[config.mk]
export PLATFORM = sky130hd
export DESIGN_NAME = spi_bridge_top
export DESIGN_NICKNAME = d
export VERILOG_FILES = /design/src/verilog/spi_link_pkg.sv /design/src/verilog/axil_to_axis.sv /design/src/verilog/axis_to_regs.sv /design/src/verilog/spi_bridge_top.sv /design/src/verilog/spi_byte_master.sv /design/src/verilog/spi_byte_target.sv
export SDC_FILE = /design/constraint.sdc
export NUM_CORES = 1
export LEC_CHECK = 0
export BUFFER_PORTS_ARGS = -buffer_cell sky130_fd_sc_hd__buf_2
export CAP_MARGIN = 30
export CORE_MARGIN = 2
export CORE_UTILIZATION = 62
export CTS_CLUSTER_DIAMETER = 150
export DETAILED_ROUTE_END_ITERATION = 16
export PLACE_DENSITY = 0.79
export SETUP_SLACK_MARGIN = 0.2
export SLEW_MARGIN = 30
export SYNTH_ARGS = -nofsm -noshare
export SYNTH_HDL_FRONTEND = slang
export SYNTH_HIERARCHICAL = 1
export SYNTH_SLANG_ARGS = --single-unit
[constraint.sdc]
create_clock -name clock -period 3.31 [get_ports clock]
set_input_delay 0.662 -clock clock [delete_from_list [all_inputs] [get_ports clock]]
set_output_delay 0.662 -clock clock [all_outputs]
set_load 0.005 [all_outputs]
[src/verilog/spi_link_pkg.sv]
`default_nettype none

package spi_link_pkg;

  // Remote register bank
  localparam int reg_count_c = 16;
  localparam int reg_index_bits_c = 4;
  localparam int id_reg_index_c = 15;
  localparam logic [31:0] id_reg_value_c = 32'h5B1D_6E01;

  // AXI4-Lite host port
  localparam int axil_addr_bits_c = 6;
  localparam int axil_data_bits_c = 32;
  localparam logic [1:0] resp_okay_c = 2'b00;
  localparam logic [1:0] resp_slverr_c = 2'b10;

  // SPI link
  localparam int sclk_half_period_c = 2;
  localparam logic [7:0] fill_byte_c = 8'h00;

  // Translator FSM states
  localparam logic [2:0] st_idle_c = 3'd0;
  localparam logic [2:0] st_send_c = 3'd1;
  localparam logic [2:0] st_poll_c = 3'd2;
  localparam logic [2:0] st_recv_c = 3'd3;
  localparam logic [2:0] st_resp_c = 3'd4;

  // Executor parser states
  localparam logic [1:0] parse_hdr_c = 2'd0;
  localparam logic [1:0] parse_strb_c = 2'd1;
  localparam logic [1:0] parse_data_c = 2'd2;

  // Header byte, read as a request or as a reply
  typedef union packed {
    struct packed {
      logic                        write;
      logic [2:0]                  rsvd;
      logic [reg_index_bits_c-1:0] index;
    } req;
    struct packed {
      logic       marker;
      logic       read;
      logic [1:0] resp;
      logic [3:0] rsvd;
    } rep;
  } frame_hdr_u;

endpackage

`default_nettype wire
[src/verilog/axil_to_axis.sv]
`default_nettype none

module axil_to_axis (
  input  wire                                         clock,
  input  wire                                         reset,

  // AXI4-Lite slave
  input  wire                                         awvalid_i,
  output logic                                        awready_o,
  input  wire  [spi_link_pkg::axil_addr_bits_c-1:0]   awaddr_i,
  input  wire                                         wvalid_i,
  output logic                                        wready_o,
  input  wire  [spi_link_pkg::axil_data_bits_c-1:0]   wdata_i,
  input  wire  [spi_link_pkg::axil_data_bits_c/8-1:0] wstrb_i,
  output logic                                        bvalid_o,
  input  wire                                         bready_i,
  output logic [1:0]                                  bresp_o,
  input  wire                                         arvalid_i,
  output logic                                        arready_o,
  input  wire  [spi_link_pkg::axil_addr_bits_c-1:0]   araddr_i,
  output logic                                        rvalid_o,
  input  wire                                         rready_i,
  output logic [spi_link_pkg::axil_data_bits_c-1:0]   rdata_o,
  output logic [1:0]                                  rresp_o,

  // Bytes returned from the link
  input  wire                                         rx_valid_i,
  input  wire  [7:0]                                  rx_data_i,

  // Request bytes towards the link
  output logic                                        tx_valid_o,
  input  wire                                         tx_ready_i,
  output logic                                        tx_last_o,
  output logic [7:0]                                  tx_data_o
);

  import spi_link_pkg::*;

  logic [2:0] state_q;
  logic [2:0] byte_idx_q;
  logic pending_q;
  frame_hdr_u hdr_q;
  logic [axil_data_bits_c/8-1:0] strb_q;
  logic [axil_data_bits_c-1:0] wdata_q;
  logic [1:0] resp_q;

  logic aw_take;
  frame_hdr_u req_hdr;
  frame_hdr_u rx_hdr;
  logic [7:0] req_byte;
  logic req_last;

  // A write needs both address and data present
  assign aw_take = awvalid_i && wvalid_i;
  assign rx_hdr = rx_data_i;

  always_comb begin
    req_hdr = '0;
    req_hdr.req.write = aw_take;
    req_hdr.req.index = aw_take ? awaddr_i[reg_index_bits_c+1:2] : araddr_i[reg_index_bits_c+1:2];
  end

  // Request frame: header, strobe, then data LSB first
  always_comb begin
    case (byte_idx_q)
      3'd0: req_byte = hdr_q;
      3'd1: req_byte = {4'h0, strb_q};
      3'd2: req_byte = wdata_q[7:0];
      3'd3: req_byte = wdata_q[15:8];
      3'd4: req_byte = wdata_q[23:16];
      default: req_byte = wdata_q[31:24];
    endcase
  end

  assign req_last = hdr_q.req.write ? (byte_idx_q == 3'd5) : 1'b1;

  // One byte in flight, the next waits for the returned byte
  assign tx_valid_o = !pending_q &&
                      (state_q == st_send_c || state_q == st_poll_c || state_q == st_recv_c);
  assign tx_data_o = (state_q == st_send_c) ? req_byte : fill_byte_c;
  // Polls are single-byte frames, the read data comes in one frame of four
  assign tx_last_o = (state_q == st_send_c) ? req_last :
                     (state_q == st_poll_c) || (byte_idx_q == 3'd3);

  assign bresp_o = resp_q;
  assign rresp_o = resp_q;

  always_ff @(posedge clock) begin
    if (reset) begin
      state_q <= st_idle_c;
      byte_idx_q <= '0;
      pending_q <= 1'b0;
      awready_o <= 1'b0;
      wready_o <= 1'b0;
      arready_o <= 1'b0;
      bvalid_o <= 1'b0;
      rvalid_o <= 1'b0;
    end else begin
      awready_o <= 1'b0;
      wready_o <= 1'b0;
      arready_o <= 1'b0;

      if (tx_valid_o && tx_ready_i) begin
        pending_q <= 1'b1;
      end else if (rx_valid_i) begin
        pending_q <= 1'b0;
      end

      case (state_q)
        st_idle_c: begin
          byte_idx_q <= '0;
          // Writes win over reads
          if (aw_take) begin
            awready_o <= 1'b1;
            wready_o <= 1'b1;
            state_q <= st_send_c;
          end else if (arvalid_i) begin
            arready_o <= 1'b1;
            state_q <= st_send_c;
          end
        end

        st_send_c: begin
          // Advance on the returned byte so byte_idx_q names the byte in flight
          if (rx_valid_i) begin
            if (req_last) begin
              byte_idx_q <= '0;
              state_q <= st_poll_c;
            end else begin
              byte_idx_q <= byte_idx_q + 3'd1;
            end
          end
        end

        st_poll_c: begin
          if (rx_valid_i && rx_hdr.rep.marker) begin
            if (rx_hdr.rep.read) begin
              state_q <= st_recv_c;
            end else begin
              bvalid_o <= 1'b1;
              state_q <= st_resp_c;
            end
          end
        end

        st_recv_c: begin
          if (rx_valid_i) begin
            byte_idx_q <= byte_idx_q + 3'd1;
            if (byte_idx_q == 3'd3) begin
              rvalid_o <= 1'b1;
              state_q <= st_resp_c;
            end
          end
        end

        default: begin
          if ((bvalid_o && bready_i) || (rvalid_o && rready_i)) begin
            bvalid_o <= 1'b0;
            rvalid_o <= 1'b0;
            state_q <= st_idle_c;
          end
        end
      endcase
    end
  end

  // Transaction and response payload
  always_ff @(posedge clock) begin
    if (state_q == st_idle_c) begin
      hdr_q <= req_hdr;
      strb_q <= wstrb_i;
      wdata_q <= wdata_i;
    end
    if (rx_valid_i && state_q == st_poll_c && rx_hdr.rep.marker) begin
      resp_q <= rx_hdr.rep.resp;
    end
    if (rx_valid_i && state_q == st_recv_c) begin
      rdata_o[8*byte_idx_q[1:0] +: 8] <= rx_data_i;
    end
  end

endmodule

`default_nettype wire

[src/verilog/axis_to_regs.sv]
`default_nettype none

module axis_to_regs (
  input  wire        clock,
  input  wire        reset,

  input  wire        rx_valid_i,
  input  wire  [7:0] rx_data_i,
  input  wire        rx_last_i,

  output logic       reply_valid_o,
  input  wire        reply_ready_i,
  output logic [7:0] reply_data_o
);

  import spi_link_pkg::*;

  logic [axil_data_bits_c-1:0] bank_q [reg_count_c];
  logic [1:0] parse_q;
  logic [1:0] byte_cnt_q;
  frame_hdr_u hdr_q;
  logic [axil_data_bits_c/8-1:0] strb_q;
  logic [23:0] data_q;
  logic [39:0] reply_buf_q;
  logic [2:0] reply_cnt_q;
  // The byte now on MISO is a reply byte
  logic reply_sending_q;

  frame_hdr_u rx_hdr;
  frame_hdr_u rsp_hdr;
  logic rx_take;
  logic rd_done;
  logic wr_done;
  logic id_hit;
  logic [axil_data_bits_c-1:0] rd_word;
  logic [axil_data_bits_c-1:0] wr_word;

  assign rx_hdr = rx_data_i;
  // An early chip-select rise drops whatever was parsed
  // Bytes clocked in while a reply is queued or going out are polls
  assign rx_take = rx_valid_i && !rx_last_i && !reply_valid_o && !reply_sending_q;
  assign rd_done = rx_take && (parse_q == parse_hdr_c) && !rx_hdr.req.write;
  assign wr_done = rx_take && (parse_q == parse_data_c) && (byte_cnt_q == 2'd3);
  assign id_hit = (hdr_q.req.index == id_reg_index_c);

  assign rd_word = (rx_hdr.req.index == id_reg_index_c) ? id_reg_value_c :
                   bank_q[rx_hdr.req.index];
  assign wr_word = {rx_data_i, data_q};

  always_comb begin
    rsp_hdr = '0;
    rsp_hdr.rep.marker = 1'b1;
    rsp_hdr.rep.read = (parse_q == parse_hdr_c);
    rsp_hdr.rep.resp = (parse_q == parse_data_c && id_hit) ? resp_slverr_c : resp_okay_c;
  end

  assign reply_valid_o = (reply_cnt_q != 3'd0);
  assign reply_data_o = reply_buf_q[7:0];

  always_ff @(posedge clock) begin
    if (reset) begin
      parse_q <= parse_hdr_c;
      byte_cnt_q <= 2'd0;
      reply_cnt_q <= 3'd0;
      reply_sending_q <= 1'b0;
    end else begin
      if (reply_valid_o && reply_ready_i) begin
        reply_cnt_q <= reply_cnt_q - 3'd1;
      end
      if (reply_ready_i) begin
        reply_sending_q <= reply_valid_o;
      end

      if (rx_last_i) begin
        parse_q <= parse_hdr_c;
      end else if (rx_take) begin
        case (parse_q)
          parse_hdr_c: begin
            if (rx_hdr.req.write) begin
              parse_q <= parse_strb_c;
            end else begin
              // Header plus four data bytes
              reply_cnt_q <= 3'd5;
            end
          end
          parse_strb_c: begin
            byte_cnt_q <= 2'd0;
            parse_q <= parse_data_c;
          end
          default: begin
            byte_cnt_q <= byte_cnt_q + 2'd1;
            if (byte_cnt_q == 2'd3) begin
              reply_cnt_q <= 3'd1;
              parse_q <= parse_hdr_c;
            end
          end
        endcase
      end
    end
  end

  // Request fields and the reply queue
  always_ff @(posedge clock) begin
    if (rx_take && parse_q == parse_hdr_c) begin
      hdr_q <= rx_hdr;
    end
    if (rx_take && parse_q == parse_strb_c) begin
      strb_q <= rx_data_i[3:0];
    end
    if (rx_take && parse_q == parse_data_c && byte_cnt_q != 2'd3) begin
      data_q[8*byte_cnt_q +: 8] <= rx_data_i;
    end

    if (rd_done) begin
      reply_buf_q <= {rd_word, rsp_hdr};
    end else if (wr_done) begin
      reply_buf_q <= {32'h0, rsp_hdr};
    end else if (reply_valid_o && reply_ready_i) begin
      reply_buf_q <= {8'h00, reply_buf_q[39:8]};
    end
  end

  // Byte-merged writes, the ID register refuses them
  always_ff @(posedge clock) begin
    if (reset) begin
      for (int i = 0; i < reg_count_c; i++) begin
        bank_q[i] <= '0;
      end
    end else if (wr_done && !id_hit) begin
      for (int b = 0; b < axil_data_bits_c / 8; b++) begin
        if (strb_q[b]) begin
          bank_q[hdr_q.req.index][8*b +: 8] <= wr_word[8*b +: 8];
        end
      end
    end
  end

endmodule

`default_nettype wire

[src/verilog/spi_bridge_top.sv]
`default_nettype none

module spi_bridge_top (
  input  wire                                         clock,
  input  wire                                         reset,

  input  wire                                         awvalid_i,
  output logic                                        awready_o,
  input  wire  [spi_link_pkg::axil_addr_bits_c-1:0]   awaddr_i,
  input  wire                                         wvalid_i,
  output logic                                        wready_o,
  input  wire  [spi_link_pkg::axil_data_bits_c-1:0]   wdata_i,
  input  wire  [spi_link_pkg::axil_data_bits_c/8-1:0] wstrb_i,
  output logic                                        bvalid_o,
  input  wire                                         bready_i,
  output logic [1:0]                                  bresp_o,
  input  wire                                         arvalid_i,
  output logic                                        arready_o,
  input  wire  [spi_link_pkg::axil_addr_bits_c-1:0]   araddr_i,
  output logic                                        rvalid_o,
  input  wire                                         rready_i,
  output logic [spi_link_pkg::axil_data_bits_c-1:0]   rdata_o,
  output logic [1:0]                                  rresp_o
);

  // Host-side byte streams
  logic tx_valid;
  logic tx_ready;
  logic tx_last;
  logic [7:0] tx_data;
  logic rx_valid;
  logic [7:0] rx_data;

  // SPI pins
  logic sclk;
  logic mosi;
  logic miso;
  logic cs_n;

  // Remote byte streams
  logic req_valid;
  logic [7:0] req_data;
  logic req_last;
  logic reply_valid;
  logic reply_ready;
  logic [7:0] reply_data;

  axil_to_axis i_axil_to_axis (
    .clock      (clock),
    .reset      (reset),
    .awvalid_i  (awvalid_i),
    .awready_o  (awready_o),
    .awaddr_i   (awaddr_i),
    .wvalid_i   (wvalid_i),
    .wready_o   (wready_o),
    .wdata_i    (wdata_i),
    .wstrb_i    (wstrb_i),
    .bvalid_o   (bvalid_o),
    .bready_i   (bready_i),
    .bresp_o    (bresp_o),
    .arvalid_i  (arvalid_i),
    .arready_o  (arready_o),
    .araddr_i   (araddr_i),
    .rvalid_o   (rvalid_o),
    .rready_i   (rready_i),
    .rdata_o    (rdata_o),
    .rresp_o    (rresp_o),
    .rx_valid_i (rx_valid),
    .rx_data_i  (rx_data),
    .tx_valid_o (tx_valid),
    .tx_ready_i (tx_ready),
    .tx_last_o  (tx_last),
    .tx_data_o  (tx_data)
  );

  spi_byte_master i_spi_byte_master (
    .clock      (clock),
    .reset      (reset),
    .tx_valid_i (tx_valid),
    .tx_ready_o (tx_ready),
    .tx_last_i  (tx_last),
    .tx_data_i  (tx_data),
    .rx_valid_o (rx_valid),
    .rx_data_o  (rx_data),
    .sclk_o     (sclk),
    .mosi_o     (mosi),
    .miso_i     (miso),
    .cs_n_o     (cs_n)
  );

  spi_byte_target i_spi_byte_target (
    .clock         (clock),
    .reset         (reset),
    .sclk_i        (sclk),
    .mosi_i        (mosi),
    .cs_n_i        (cs_n),
    .miso_o        (miso),
    .rx_valid_o    (req_valid),
    .rx_data_o     (req_data),
    .rx_last_o     (req_last),
    .reply_valid_i (reply_valid),
    .reply_ready_o (reply_ready),
    .reply_data_i  (reply_data)
  );

  axis_to_regs i_axis_to_regs (
    .clock         (clock),
    .reset         (reset),
    .rx_valid_i    (req_valid),
    .rx_data_i     (req_data),
    .rx_last_i     (req_last),
    .reply_valid_o (reply_valid),
    .reply_ready_i (reply_ready),
    .reply_data_o  (reply_data)
  );

endmodule

`default_nettype wire

[src/verilog/spi_byte_master.sv]
`default_nettype none

module spi_byte_master (
  input  wire        clock,
  input  wire        reset,

  input  wire        tx_valid_i,
  output logic       tx_ready_o,
  input  wire        tx_last_i,
  input  wire  [7:0] tx_data_i,

  output logic       rx_valid_o,
  output logic [7:0] rx_data_o,

  output logic       sclk_o,
  output logic       mosi_o,
  input  wire        miso_i,
  output logic       cs_n_o
);

  import spi_link_pkg::*;

  logic busy_q;
  logic last_q;
  logic [1:0] gap_q;
  logic [$clog2(sclk_half_period_c)-1:0] half_cnt_q;
  logic [3:0] edge_cnt_q;
  logic [7:0] tx_shift_q;
  logic [7:0] rx_shift_q;
  logic tick;

  assign tick = busy_q && (half_cnt_q == sclk_half_period_c - 1);
  assign tx_ready_o = !busy_q && (gap_q == 2'd0);
  // MSB first, the next bit is set up on each falling edge
  assign mosi_o = tx_shift_q[7];

  always_ff @(posedge clock) begin
    if (reset) begin
      busy_q <= 1'b0;
      last_q <= 1'b0;
      gap_q <= 2'd0;
      half_cnt_q <= '0;
      edge_cnt_q <= 4'd0;
      sclk_o <= 1'b0;
      cs_n_o <= 1'b1;
      rx_valid_o <= 1'b0;
      rx_data_o <= 8'h00;
      tx_shift_q <= 8'h00;
      rx_shift_q <= 8'h00;
    end else begin
      rx_valid_o <= 1'b0;
      if (gap_q != 2'd0) begin
        gap_q <= gap_q - 2'd1;
      end

      if (tx_valid_i && tx_ready_o) begin
        busy_q <= 1'b1;
        cs_n_o <= 1'b0;
        last_q <= tx_last_i;
        tx_shift_q <= tx_data_i;
        half_cnt_q <= '0;
        edge_cnt_q <= 4'd0;
      end else if (busy_q) begin
        half_cnt_q <= tick ? '0 : half_cnt_q + 1'b1;
        if (tick) begin
          sclk_o <= ~sclk_o;
          edge_cnt_q <= edge_cnt_q + 4'd1;
          // MISO is taken late, at the falling edge, to cover the target's
          // oversampling delay
          if (sclk_o) begin
            rx_shift_q <= {rx_shift_q[6:0], miso_i};
            tx_shift_q <= {tx_shift_q[6:0], 1'b0};
            if (edge_cnt_q == 4'd15) begin
              busy_q <= 1'b0;
              rx_valid_o <= 1'b1;
              rx_data_o <= {rx_shift_q[6:0], miso_i};
              if (last_q) begin
                cs_n_o <= 1'b1;
                gap_q <= 2'd2;
              end
            end
          end
        end
      end
    end
  end

endmodule

`default_nettype wire

[src/verilog/spi_byte_target.sv]
`default_nettype none

module spi_byte_target (
  input  wire        clock,
  input  wire        reset,

  input  wire        sclk_i,
  input  wire        mosi_i,
  input  wire        cs_n_i,
  output logic       miso_o,

  output logic       rx_valid_o,
  output logic [7:0] rx_data_o,
  output logic       rx_last_o,

  input  wire        reply_valid_i,
  output logic       reply_ready_o,
  input  wire  [7:0] reply_data_i
);

  import spi_link_pkg::*;

  logic [2:0] sclk_s;
  logic [2:0] cs_s;
  logic [1:0] mosi_s;
  logic [2:0] rbit_q;
  logic [2:0] fbit_q;
  logic [7:0] in_shift_q;
  logic [7:0] out_shift_q;
  logic sclk_rise;
  logic sclk_fall;
  logic cs_rise;

  // Edges seen on the synchronized copies, MOSI delayed to match
  assign sclk_rise = sclk_s[1] && !sclk_s[2];
  assign sclk_fall = !sclk_s[1] && sclk_s[2];
  assign cs_rise = cs_s[1] && !cs_s[2];

  assign miso_o = out_shift_q[7];
  // Next reply byte is taken at the end of each byte
  assign reply_ready_o = sclk_fall && (fbit_q == 3'd7);

  always_ff @(posedge clock) begin
    if (reset) begin
      sclk_s <= 3'b000;
      cs_s <= 3'b111;
      mosi_s <= 2'b00;
      rbit_q <= 3'd0;
      fbit_q <= 3'd0;
      in_shift_q <= 8'h00;
      out_shift_q <= fill_byte_c;
      rx_valid_o <= 1'b0;
      rx_data_o <= 8'h00;
      rx_last_o <= 1'b0;
    end else begin
      sclk_s <= {sclk_s[1:0], sclk_i};
      cs_s <= {cs_s[1:0], cs_n_i};
      mosi_s <= {mosi_s[0], mosi_i};
      rx_valid_o <= 1'b0;
      rx_last_o <= cs_rise;

      if (sclk_rise) begin
        in_shift_q <= {in_shift_q[6:0], mosi_s[1]};
        rbit_q <= rbit_q + 3'd1;
        if (rbit_q == 3'd7) begin
          rx_valid_o <= 1'b1;
          rx_data_o <= {in_shift_q[6:0], mosi_s[1]};
        end
      end else if (cs_s[1]) begin
        rbit_q <= 3'd0;
      end

      if (sclk_fall) begin
        fbit_q <= fbit_q + 3'd1;
        if (fbit_q == 3'd7) begin
          out_shift_q <= reply_valid_i ? reply_data_i : fill_byte_c;
        end else begin
          out_shift_q <= {out_shift_q[6:0], 1'b0};
        end
      end else if (cs_s[1]) begin
        fbit_q <= 3'd0;
      end
    end
  end

endmodule

`default_nettype wire

==> results of run 1 <==
[kinds of logic (layout without fill, tap and decap cells)]
family / count (synthesis) / count (layout) / share of synthesized area
simple gates: 878 / 878 / 0.134
other cells: 1 / 17 / 0.000117
mux: 190 / 190 / 0.100
xor+xnor: 6 / 6 / 0.00164
flops: 737 / 737 / 0.660
buf+inv: 222 / 365 / 0.0382
fa+ha+maj: 17 / 17 / 0.00664
compound gates: 255 / 255 / 0.0589
[layer usage]
| layer | global-route usage | share of wire | up-vias |
|---|---|---|---|
| met1 | 0.353 | 0.38 | 9657 |
| met3 | 0.0466 | 0.090 | 174 |
| met2 | 0.451 | 0.50 | 978 |
| met5 | 0 | 0 | - |
| li1 | - | - | 8659 |
| met4 | 0.118 | 0.038 | 0 |
[flip-flops by register name (all words and copies together) (netlist names), 3 cells and up]
signal	flops
i_spi_byte_target/in_shift_q	7
i_axil_to_axis/rdata_o	32
i_spi_byte_target/fbit_q	3
i_axil_to_axis/wdata_q	32
i_axis_to_regs/reply_buf_q	40
i_axis_to_regs/bank_q	497
i_spi_byte_master/rx_data_o	8
i_axis_to_regs/reply_cnt_q	3
i_axis_to_regs/strb_q	4
i_spi_byte_target/sclk_s	3
i_axis_to_regs/data_q	24
i_axil_to_axis/state_q	3
i_spi_byte_master/edge_cnt_q	4
i_axil_to_axis/strb_q	4
i_axis_to_regs/hdr_q	4
i_spi_byte_master/rx_shift_q	7
i_spi_byte_target/cs_s	3
i_axil_to_axis/hdr_q	5
i_spi_byte_master/tx_shift_q	8
i_spi_byte_target/rbit_q	3
i_axil_to_axis/byte_idx_q	3
i_spi_byte_target/rx_data_o	8
i_spi_byte_target/out_shift_q	8
[placed cells by master, fill, tap and decap left out, types with 10 or more instances in the layout]
| master | n |
|---|---|
| a21oi_1 | 53 |
| o21ai_0 | 12 |
| nand2_1 | 94 |
| o21bai_1 | 61 |
| buf_2 | 90 |
| and2_1 | 63 |
| inv_1 | 14 |
| ha_1 | 17 |
| nand2b_1 | 25 |
| buf_4 | 126 |
| nor2b_1 | 23 |
| edfxtp_1 | 639 |
| clkbuf_1 | 15 |
| a211o_1 | 13 |
| mux2_2 | 21 |
| clkbuf_16 | 75 |
| clkinv_1 | 19 |
| nand3_4 | 30 |
| conb_1 | 17 |
| nor3_1 | 31 |
| o221a_2 | 10 |
| dfxtp_1 | 95 |
| nand3_1 | 25 |
| nor2_1 | 536 |
| mux2i_1 | 66 |
| o221ai_1 | 25 |
| mux4_2 | 103 |
| a22oi_1 | 26 |
[worst max path at each step]
| stage | to | startpoint | cells past startpoint |
|---|---|---|---|
| floorplan | i_axis_to_regs/bank_q[11][16]$_SDFFCE_PN0P_ | reset | 6 |
| finish | i_axis_to_regs/bank_q[14][5]$_SDFFCE_PN0P_ | i_axis_to_regs/parse_q[1]$_SDFFE_PP0P_ | 6 |
| global placement | i_axis_to_regs/bank_q[14][28]$_SDFFCE_PN0P_ | reset | 7 |
| global route | i_axis_to_regs/bank_q[14][30]$_SDFFCE_PN0P_ | i_axis_to_regs/parse_q[1]$_SDFFE_PP0P_ | 6 |
| detailed placement | i_axis_to_regs/bank_q[14][30]$_SDFFCE_PN0P_ | reset | 7 |
| CTS | i_axis_to_regs/bank_q[14][30]$_SDFFCE_PN0P_ | i_axis_to_regs/parse_q[1]$_SDFFE_PP0P_ | 6 |
[power breakdown]
part	total (µW)	internal [µW]	leakage (µW)	switching, µW
Combinational	636	258	0.00329	379
Sequential	10500	10400	0.00731	123
Clock	7840	4530	0.00109	3310
Total	19000	15200	0.0117	3810
[cell type report]
class / instances / share of cell area
Clock buffer: 90 / 0.0544
Tap cell: 680 / 0.0239
Inverter: 15 / 0.00158
Timing Repair Buffer: 222 / 0.0427
Sequential cell: 737 / 0.595
Multi-Input combinational cell: 1363 / 0.273
Clock inverter: 38 / 0.00876
[through the flow]
step / total power (µW) / cell area, µm² / hold WS (ns) / utilization / setup slack (ns)
after floorplan: 11100 / 32100 / 0.373 / - / 0.337
final: 19000 / 35500 / 0.236 / 0.694 / 0.492
after detailed placement: 11300 / 33300 / 0.393 / 0.650 / 0.220
after global placement: 11300 / 33300 / 0.380 / 0.650 / 0.294
after CTS: 19100 / 35500 / 0.210 / 0.694 / 0.515
after global routing: 19500 / 35500 / 0.211 / 0.694 / 0.371
[critical path: cells and delay by family (launching register included)]
kind	cells	cell delay (ns)
AO/OA/AOI/OAI	1	0.37
buffers and inverters	2	0.45
flip-flops	1	0.49
AND/OR/NAND/NOR	3	1.18
==> results.cfg, run 1 <==
[setup_path]
worst_ep_required_time_ns = 3.60
crit_arrival_ns = 3.11
worstSetupEndpointType = flip-flop
crit_path_max_incr_delay_ns = 0.50
crit_type = flip-flop to flip-flop
timing.rr.start = i_axis_to_regs/parse_q[1]$_SDFFE_PP0P_
crit_chain = or3b_2, nor4b_4, buf_12, nand2_1, o21bai_1, buf_4
startpoint_type = flip-flop
r2r-end = i_axis_to_regs/bank_q[14][5]$_SDFFCE_PN0P_
ff2ff_path_depth = 6
rrSetupSlack_ns = 0.49
slowest_stage = or3b_2
worst-path-max-fanout = 15

[finish]
multi_input_area_mm2 = 0.00972
antenna_cells = 0
syn_to_final_growth_pct = 11.0
drive_above_1_share = 0.203
fillCellCount = 3315
final_cells = 3145
seq_area_mm2 = 0.0212
nets = 2484

[clocking]
cts_setup_buffers = 0
clk_path_buf_depth = 3
clkSlewWorstSetupHoldPaths_ns = 0.06
ctsHoldBuffers = 0
cts_inserted_buffers = 73
clk_latency_ns = 0.60
cts_root_buffer = clkbuf_16
cts_tree = built
cts_htree_levels = 3
clock-sinks = 737
cts_resized = 0

[detailed_routing]
antenna_left = 0
via_per_inst = 6.19
via_count = 19500
firstDrtPassIters = 6
routed_wl_um = 71100
drt_iter0_markers = 2273
post_drt_wl_per_cell_um = 22.6
drc = 0

[grt]
grt_pass1_wl_um = 110000
antenna_found_initial = 1
grt_usage = 0.271
grt_pass1_vias = 19700
overflow = 0
grt_max_degree = 174

[timing]
fin_skew_ns = 0.0210
tns_ns = 0
timing.fmax_mhz = 355
finalHoldViolCount = 0
tightest_slew_ns = 0.911
slew_viol_final = 0
fin_crit_sh = 0.851
relSlewSlack = 0.391
setup_viol_count_final = 0
rsz0062_at_grt = false
min_period_ns = 2.82

[yosys]
yosysWarnings = 6
synth_top_cell_by_area = edfxtp_1
synth_edf_count = 639
synth_top_area_share = 0.599
synth_area_leaders = edfxtp_1, mux4_2, nor2_1
ys_async_sr_fraction = 0
syn_inst = 2306
syn-cell-area_mm2 = 0.0320
yosysMostFrequentCell = edfxtp_1
syn_area_per_cell_um2 = 13.9
synth_seq_cells = 737
synth_common_cells = edfxtp_1, nor2_1, clkbuf_1, mux4_2, dfxtp_1
synth_cell_types = 70
ys_seq_area_frac = 0.660
synth_top_flop_cell = edfxtp_1

[worst_hold_path]
hp-class = primary input to flip-flop
hold_path_depth = 1
min_to = i_axil_to_axis/wdata_q[2]$_DFFE_PP_
holdCritStartpoint = wdata_i[2]

[run_status]
status = complete, no violations

[floorplanning]
rows = 83
core_mm2 = 0.0512
die_h_um = 231
die_area_mm2 = 0.0535
ioPinCount = 96
die_w_um = 231
start_util = 0.626

[placed_design]
dp_cells = 3017
portBuffers = 91
gp_congestion = 0.907
hpwl_um = 46000

[power]
power.density_mw_per_mm2 = 535
p_leak_uw = 0.0117
max-vdd-ir-drop_mv = 0.450

[flow_run]
cap_violations = 0
Power figures use the tool's default switching activity.
==> inputs of run 2 (changes only) <==
--- a/config.mk
+++ b/config.mk
@@ -5,9 +5,10 @@
 export SDC_FILE = /design/constraint.sdc
 export NUM_CORES = 1
 export LEC_CHECK = 0
+export ABC_CLOCK_PERIOD_IN_PS = 3310
 export BUFFER_PORTS_ARGS = -buffer_cell sky130_fd_sc_hd__buf_2
 export CAP_MARGIN = 30
-export CORE_MARGIN = 2
+export CORE_MARGIN = 8
 export CORE_UTILIZATION = 62
 export CTS_CLUSTER_DIAMETER = 150
 export DETAILED_ROUTE_END_ITERATION = 16
==> results.cfg, run 2 (synthesized netlist as in run 1, its figures left out) <==
[finish]
fin_area_mm2 = 0.0355
layout_commonest_cell = edfxtp_1
top_register = i_axis_to_regs/bank_q
drive_above_1_share = 0.204
multi_input_area_mm2 = 0.00972
reg_top3 = i_axis_to_regs/bank_q x497, i_axis_to_regs/reply_buf_q x40
syn_to_final_growth_pct = 10.9
mostFrequentLayoutCells = edfxtp_1, nor2_1, buf_4
nets = 2483
seq_area_mm2 = 0.0212
largest_register_ffs = 497
fin_util = 0.694
fillCellCount = 3335

[grt]
antenna_found_initial = 2
grt_max_degree = 174
use_met3 = 0.0527
top_usage_layer = met2
use_met1 = 0.316
overflow = 0
grt_pass1_vias = 19700
grt_util_met2 = 0.400
grt_pass1_wl_um = 112000
grt_usage = 0.245

[timing]
setup_viol_count_final = 0
rsz0062_at_grt = false
finalHoldViolCount = 0
fin_hold_ws_ns = 0.224
tightest_slew_ns = 1.03
slew_viol_final = 0
fin_crit_sh = 0.843
min_period_ns = 2.79
timing.fmax_mhz = 358
tns_ns = 0
fin_skew_ns = 0.0280
relSlewSlack = 0.309
finalWorstSetupSlack_ns = 0.519

[detailed_routing]
via_count = 19500
drc = 0
via_per_inst = 6.21
routed_wl_um = 72900
drt_iter0_markers = 2198
antenna_left = 0
post_drt_wl_per_cell_um = 23.2
firstDrtPassIters = 7

[clocking]
clkSlewWorstSetupHoldPaths_ns = 0.06
clk_path_buf_depth = 3
cts_setup_buffers = 0
cts_inserted_buffers = 73
clock-sinks = 737
clk_latency_ns = 0.61
cts_root_buffer = clkbuf_16
cts_tree = built
cts_htree_levels = 3

[power]
clkPwrFrac = 0.411
power.share.sequential = 0.556
intPower_uw = 15100
netSwitchingPower_uw = 3840
p_comb_frac = 0.033
max-vdd-ir-drop_mv = 0.549
swShare = 0.203
p_leak_uw = 0.0117
power.density_mw_per_mm2 = 533

[setup_path]
startpoint_type = flip-flop
crit_type = flip-flop to flip-flop
worstSetupEndpointType = flip-flop
worst-path-max-fanout = 12
worst_ep_required_time_ns = 3.61
crit_arrival_ns = 3.09

[floorplanning]
die_w_um = 243
die_area_mm2 = 0.0592
start_util = 0.626
rows = 83
ioPinCount = 96
core_mm2 = 0.0512
die_h_um = 243

[run_status]
status = complete, no violations

[placed_design]
portBuffers = 91
placed_area_mm2 = 0.0333
hpwl_um = 47300
gp_congestion = 0.844
post-place-ws_ns = 0.0644

[worst_hold_path]
hp-class = primary input to flip-flop

[flow_run]
cap_violations = 0
## run 2: cell type report
| class | instances | area share |
|---|---|---|
| inverter | 15 | 0.00159 |
| timing repair buffer | 221 | 0.0428 |
| clock buffer | 97 | 0.0545 |
| tap | 680 | 0.0240 |
| clock inverter | 33 | 0.00768 |
| multi-input combinational | 1363 | 0.274 |
| sequential | 737 | 0.596 |
| antenna | 1 | 0.0000704 |
## run 2: per-layer routing
layer  routed length, µm  up-vias
met5                  11        -
met4                2780        2
met3                7050      181
met2               35600      983
met1               27400     9725
li1                    -     8658
## run 2: worst paths after layout
kind / cells past startpoint / end / slack [ns] / from
max: 6 / i_axis_to_regs/bank_q[11][10]$_SDFFCE_PN0P_ / 0.52 / i_axis_to_regs/parse_q[1]$_SDFFE_PP0P_
min: 1 / i_axil_to_axis/wdata_q[19]$_DFFE_PP_ / 0.22 / wdata_i[19]
max reg2reg: 6 / i_axis_to_regs/bank_q[11][10]$_SDFFCE_PN0P_ / 0.52 / i_axis_to_regs/parse_q[1]$_SDFFE_PP0P_
min reg2reg: 1 / i_spi_byte_target/rx_last_o$_SDFF_PP0_ / 0.40 / i_spi_byte_target/cs_s[2]$_SDFF_PP1_
## run 2: critical path: stages (launching register included)
cell and delay [ns]:
dfxtp_1 0.48, or3b_2 0.51, nor4b_4 0.26, buf_4 0.19, nand2_1 0.34, o21bai_1 0.48
buf_4 0.22
## run 2: repair_timing
action	CTS	global route
resized for setup	0	1
endpoints found under the hold margin	0	0
hold buffers	0	0
endpoints found under the setup margin	0	23
## run 2: power by group through the flow
stage                     clock [µW]  sequential [µW]  combinational (µW)
after floorplan                    0            10700                 444
after global routing            8270            10600                 679
after detailed placement           0            10700                 620
after CTS                       7920            10500                 626
final                           7770            10500                 627
after global placement             0            10700                 597
## run 2: per-stage QoR
stage	power, µW	std cells
2_1_floorplan	11100	2322
3_3_place_gp	11300	3016
3_5_place_dp	11300	3016
4_1_cts	19100	3146
5_1_grt	19500	3146
6_report	18900	3147
